$ cat config.mk
export PLATFORM = sky130hd
export DESIGN_NAME = icache_control
export DESIGN_NICKNAME = d
export VERILOG_FILES = /design/src/hw/icache_control.sv
export SDC_FILE = /design/constraint.sdc
export NUM_CORES = 1
export LEC_CHECK = 0
export CAP_MARGIN = 20
export CORE_AREA = 2 2 39 41
export DETAILED_ROUTE_END_ITERATION = 7
export DIE_AREA = 0 0 41 43
export DONT_BUFFER_PORTS = 1
export HOLD_SLACK_MARGIN = 0.06
export PLACE_DENSITY = 0.32
export SYNTH_ARGS = -nofsm -noshare
export SYNTH_HDL_FRONTEND = slang
export SYNTH_SLANG_ARGS = --single-unit
$ cat constraint.sdc
create_clock -name clk -period 1.65 [get_ports clk]
set_input_delay 0.165 -clock clk [delete_from_list [all_inputs] [get_ports clk]]
set_output_delay 0.165 -clock clk [all_outputs]
set_load 0.03 [all_outputs]
$ cat src/hw/icache_control.sv
`timescale 1ns/1ns

module icache_control (
    input  logic clk,
    input  logic arst_n,
    // host request
    input  logic mem_read,
    input  logic mem_write,
    output logic mem_resp,
    // physical memory
    output logic pmem_read,
    output logic pmem_write,
    input  logic pmem_resp,
    // datapath status
    input  logic hit,            // tag match in some way
    input  logic valid,          // matching way is valid
    input  logic dirty,          // lru victim is dirty
    // datapath control
    output logic way_sel_method, // 0 hit way, 1 lru victim
    output logic load_line_data,
    output logic load_valid,
    output logic load_dirty,
    output logic load_lru,
    output logic line_datain_sel, // 0 pmem line, 1 merged host word
    output logic valid_in,
    output logic dirty_in,
    output logic address_sel,     // 0 request line, 1 victim line
    // miss traffic flag
    output logic if_miss
);

    typedef enum logic [1:0] {
        ready,
        write_back,
        read_mem
    } state_t;

    state_t state, next_state;

    logic req;     // host has a request up
    logic hit_ok;  // usable hit

    assign req    = mem_read || mem_write;
    assign hit_ok = hit && valid;

    // outputs per state
    always_comb begin
        mem_resp        = 1'b0;
        pmem_read       = 1'b0;
        pmem_write      = 1'b0;
        way_sel_method  = 1'b0;
        load_line_data  = 1'b0;
        load_valid      = 1'b0;
        load_dirty      = 1'b0;
        load_lru        = 1'b0;
        line_datain_sel = 1'b0;
        valid_in        = 1'b0;
        dirty_in        = 1'b0;
        address_sel     = 1'b0;
        if_miss         = 1'b0;

        case (state)
            ready: begin
                // hit answered this cycle, arrays update at the edge
                mem_resp        = hit_ok && req;
                load_lru        = hit_ok && req;
                load_line_data  = hit_ok && mem_write; // word merge
                load_dirty      = hit_ok && mem_write;
                line_datain_sel = 1'b1;
                dirty_in        = 1'b1;
            end
            write_back: begin
                way_sel_method = 1'b1;  // victim line out
                address_sel    = 1'b1;  // victim tag and index
                pmem_write     = 1'b1;
                if_miss        = 1'b1;
            end
            read_mem: begin
                way_sel_method = 1'b1;  // fill into victim way
                pmem_read      = 1'b1;
                valid_in       = 1'b1;
                if_miss        = 1'b1;
                // dirty_in stays 0, fetched line is clean
                if (pmem_resp) begin
                    load_line_data = 1'b1;
                    load_valid     = 1'b1;  // also writes the tag
                    load_dirty     = 1'b1;
                end
            end
            default: ;
        endcase
    end

    // transitions
    always_comb begin
        next_state = state;
        case (state)
            ready: begin
                if (req && !hit_ok) begin
                    // victim decides whether to flush first
                    next_state = dirty ? write_back : read_mem;
                end
            end
            write_back: begin
                if (pmem_resp)
                    next_state = read_mem;
            end
            read_mem: begin
                if (pmem_resp)
                    next_state = ready;  // retried as a hit
            end
            default: next_state = ready;
        endcase
    end

    always_ff @(posedge clk or negedge arst_n) begin
        if (!arst_n)
            state <= ready;
        else
            state <= next_state;
    end

endmodule

==> results list <==
* Outcome: completed
* Tightest Pin Transition: 0.178 ns
- The final route contains 213 vias.
- Worst-skew pair later-pin latency: 0.22 ns
- Die boundary height: 43 microns
- Summed over all layers, the global routing overflow is 0.
- Post-synthesis cell type with the largest combined area: dfrtp_1
- Number of max-slew violations in the final report: 0
* Multiplexer share of the synthesized area: 0
- Critical setup path kind: reg2out
- Setup violations remaining at the end of the flow were counted as 0.
- The number of global-route vias before repair was 219.
- In this run the remaining antenna-violating nets after routing total 0.
- Simple-gate share of the synthesized area: 0.0754
- Counting I/O delays and the setup requirement, the final critical path takes 1.58 ns.
- Netlist area before placement: 249 sq um
* Synthesized-area fraction occupied by ao, oa, aoi and oai cells: 0.296
* First-pass GRT wire length: 869 microns
- In this run the tool buffered the top-level ports with 0 buffer cells.
- Relative slew slack: 0.881
- The min-delay analysis places its worst path in the category in2reg.
* Post-Syn Nets: 38
- Entering global routing, the biggest net connects 5 pins.
- CP startpoint kind: flop
* DR WL/cell: 11.5 microns
* Detailed-route DRC error count: 0
- STA classifies the critical path endpoint as an output port.
- Routability-driven placement finished with a final weighted congestion of 0.644.
* Initial DRC Count: 0
- Sorting the synthesized cells by area gives the leading types as dfrtp_1, ha_1, buf_4.
- Dividing the final minimum period by the clock period gives 0.958.
* Leading cell types in the layout, fill and taps excluded: buf_4, inv_1, ha_1, clkbuf_4
- Worst hold slack across all endpoints: 0.114 ns
* Share of the yosys chip area belonging to registers: 0.201
- CTS placed an instance of clkbuf_4 at the clock tree root.
- Max-cap violations in this run came to 0.
- For this configuration, the core starts out at a cell density of 0.180.
- In the final design database the tool counted 47 nets.
* Area after DPL: 322 sq um
- DIE AREA: 1760 sq um
* Setup tns final: 0 ns
- Final-report hold violation count: 0
* Width of the die: 41 microns
- Using the TritonRoute via totals, the vias-per-cell ratio works out to 4.35.
- In the final layout, the registers with the most flip-flops are state x2.
- Buffers added to address setup during post-CTS repair amount to 0.
- Unrepaired setup endpoints after global routing: false
- Synthesized-area fraction occupied by xor and xnor cells: 0
- Antenna Diode Count: 0
- Most common library cell in the layout ignoring fill and taps: buf_4
- Of the post-synthesis cell area, the dominant cell type holds 0.201.
- The register with the most flip-flops in the final layout is state.
- Post-synthesis register bit count: 2
- The HPWL after detailed placement is 491 microns.
- Worst endpoint required time: 1.48 ns
* Synthesized-area fraction occupied by adder cells: 0.201
* Flip-flop count of the largest register after layout: 2
* Total number of H-tree levels: 1
- Aggregate global-route resource usage: 0.0802
- Of the cells placed in the final design, the portion with a size suffix greater than 1 is 0.545.
* Number of different library cells in the post-synthesis netlist: 15
- From synthesis to final layout, the design area changed by 42.2%.
- 21 I/O pins were placed.
- CP arrival: 1.42 ns
* Clock Sinks: 2
* Post-Layout Inst Area: 354 sq um
* Yosys warning count: 0
- CTS tree: done
* Final cell utilization of the core: 0.256
- TritonCTS created 3 clock buffers.
- Static timing analysis puts the maximum clock frequency at 632 MHz.
* Core Rows: 14
* Average cell area after synthesis: 9.58 sq um
* Maximum number of buffers from clock root to sink: 2
* Worst Clk Skew: 0.00317 ns
- Antenna violations before repair: 0
* Total length of routed wires: 562 microns
* Main combinational cell family by area after synthesis: compound AO/OA/AOI/OAI gates
- Number of search-and-repair iterations in the first detailed-routing pass: 1
- Standard cell core area: 1380 sq um
* Clk pin slew, worst setup/hold paths: 0.03 ns
* Gate count after technology mapping: 26
- Critical path fanouts, max: 4
-- layer usage --
metal  global-route usage  up-vias  routed length [microns]
met5                    0        -                        0
met4               0.0800        0                        0
met3               0.0576        0                       60
met2               0.0938       12                      296
met1               0.0865       99                      204
li1                     -      102                        -
-- path summary, 6_finish.rpt --
| check | from | to | slack, ns | depth (start not counted) |
|---|---|---|---|---|
| worst max-delay path | state[0] | load_line_data | 0.07 | 5 |
| worst min-delay path | dirty | state[0] | 0.11 | 2 |
| worst max register to register | state[0] | state[1] | 0.33 | 5 |
| worst min register to register | state[1] | state[1] | 0.54 | 1 |
| max in group asynchronous | arst_n | state[0] | 1.36 | 1 |
| min in group asynchronous | arst_n | state[1] | 0.17 | 1 |
-- synth_stat cells (all sizes together) --
master	count
buf	6
ha	4
inv	3
dfrtp	2
a21oi	1
a2bb2oi	1
a41o	1
and2	1
nand4	1
nor2b	1
o2111a	1
o21a	1
o21ai	1
o21bai	1
o32a	1
-- metrics by stage --
stage	std cells	worst slack [ns]
6_report	49	0.0690
2_1_floorplan	26	0.0106
4_1_cts	49	0.0337
3_3_place_gp	45	0.281
5_1_grt	49	0.0103
3_5_place_dp	45	0.276
-- worst max-delay path, cell delays in order, from the launching register on --
cell	delay (ns)
dfrtp_1	0.33
inv_1	0.08
ha_2	0.20
and2_2	0.18
a41o_2	0.25
buf_12	0.15
-- final cells by class --
type	count	area, sq um
sequential	2	50.0
timing repair buffer	10	103
tap	16	20.0
inverter	3	11.3
fill	158	1030
multi-input combinational	15	148
clock buffer	3	22.5
-- cells by family (layout without fill, tap and decap cells) --
group,count (synthesis),in the layout
adders and majority gates,4,4
AOI/OAI and AO/OA,8,8
DFF,2,2
and+or+nand+nor,3,3
buffers and inverters,9,16
-- repair_timing --
action,4_1_cts,5_1_grt
hold endpoints to repair,2,0
resized for setup,0,0
endpoints found under the setup margin,0,2
hold buffers,1,0
Power is not shown: default switching activity piles up to over one toggle a cycle in this logic, so the estimate is an artifact.
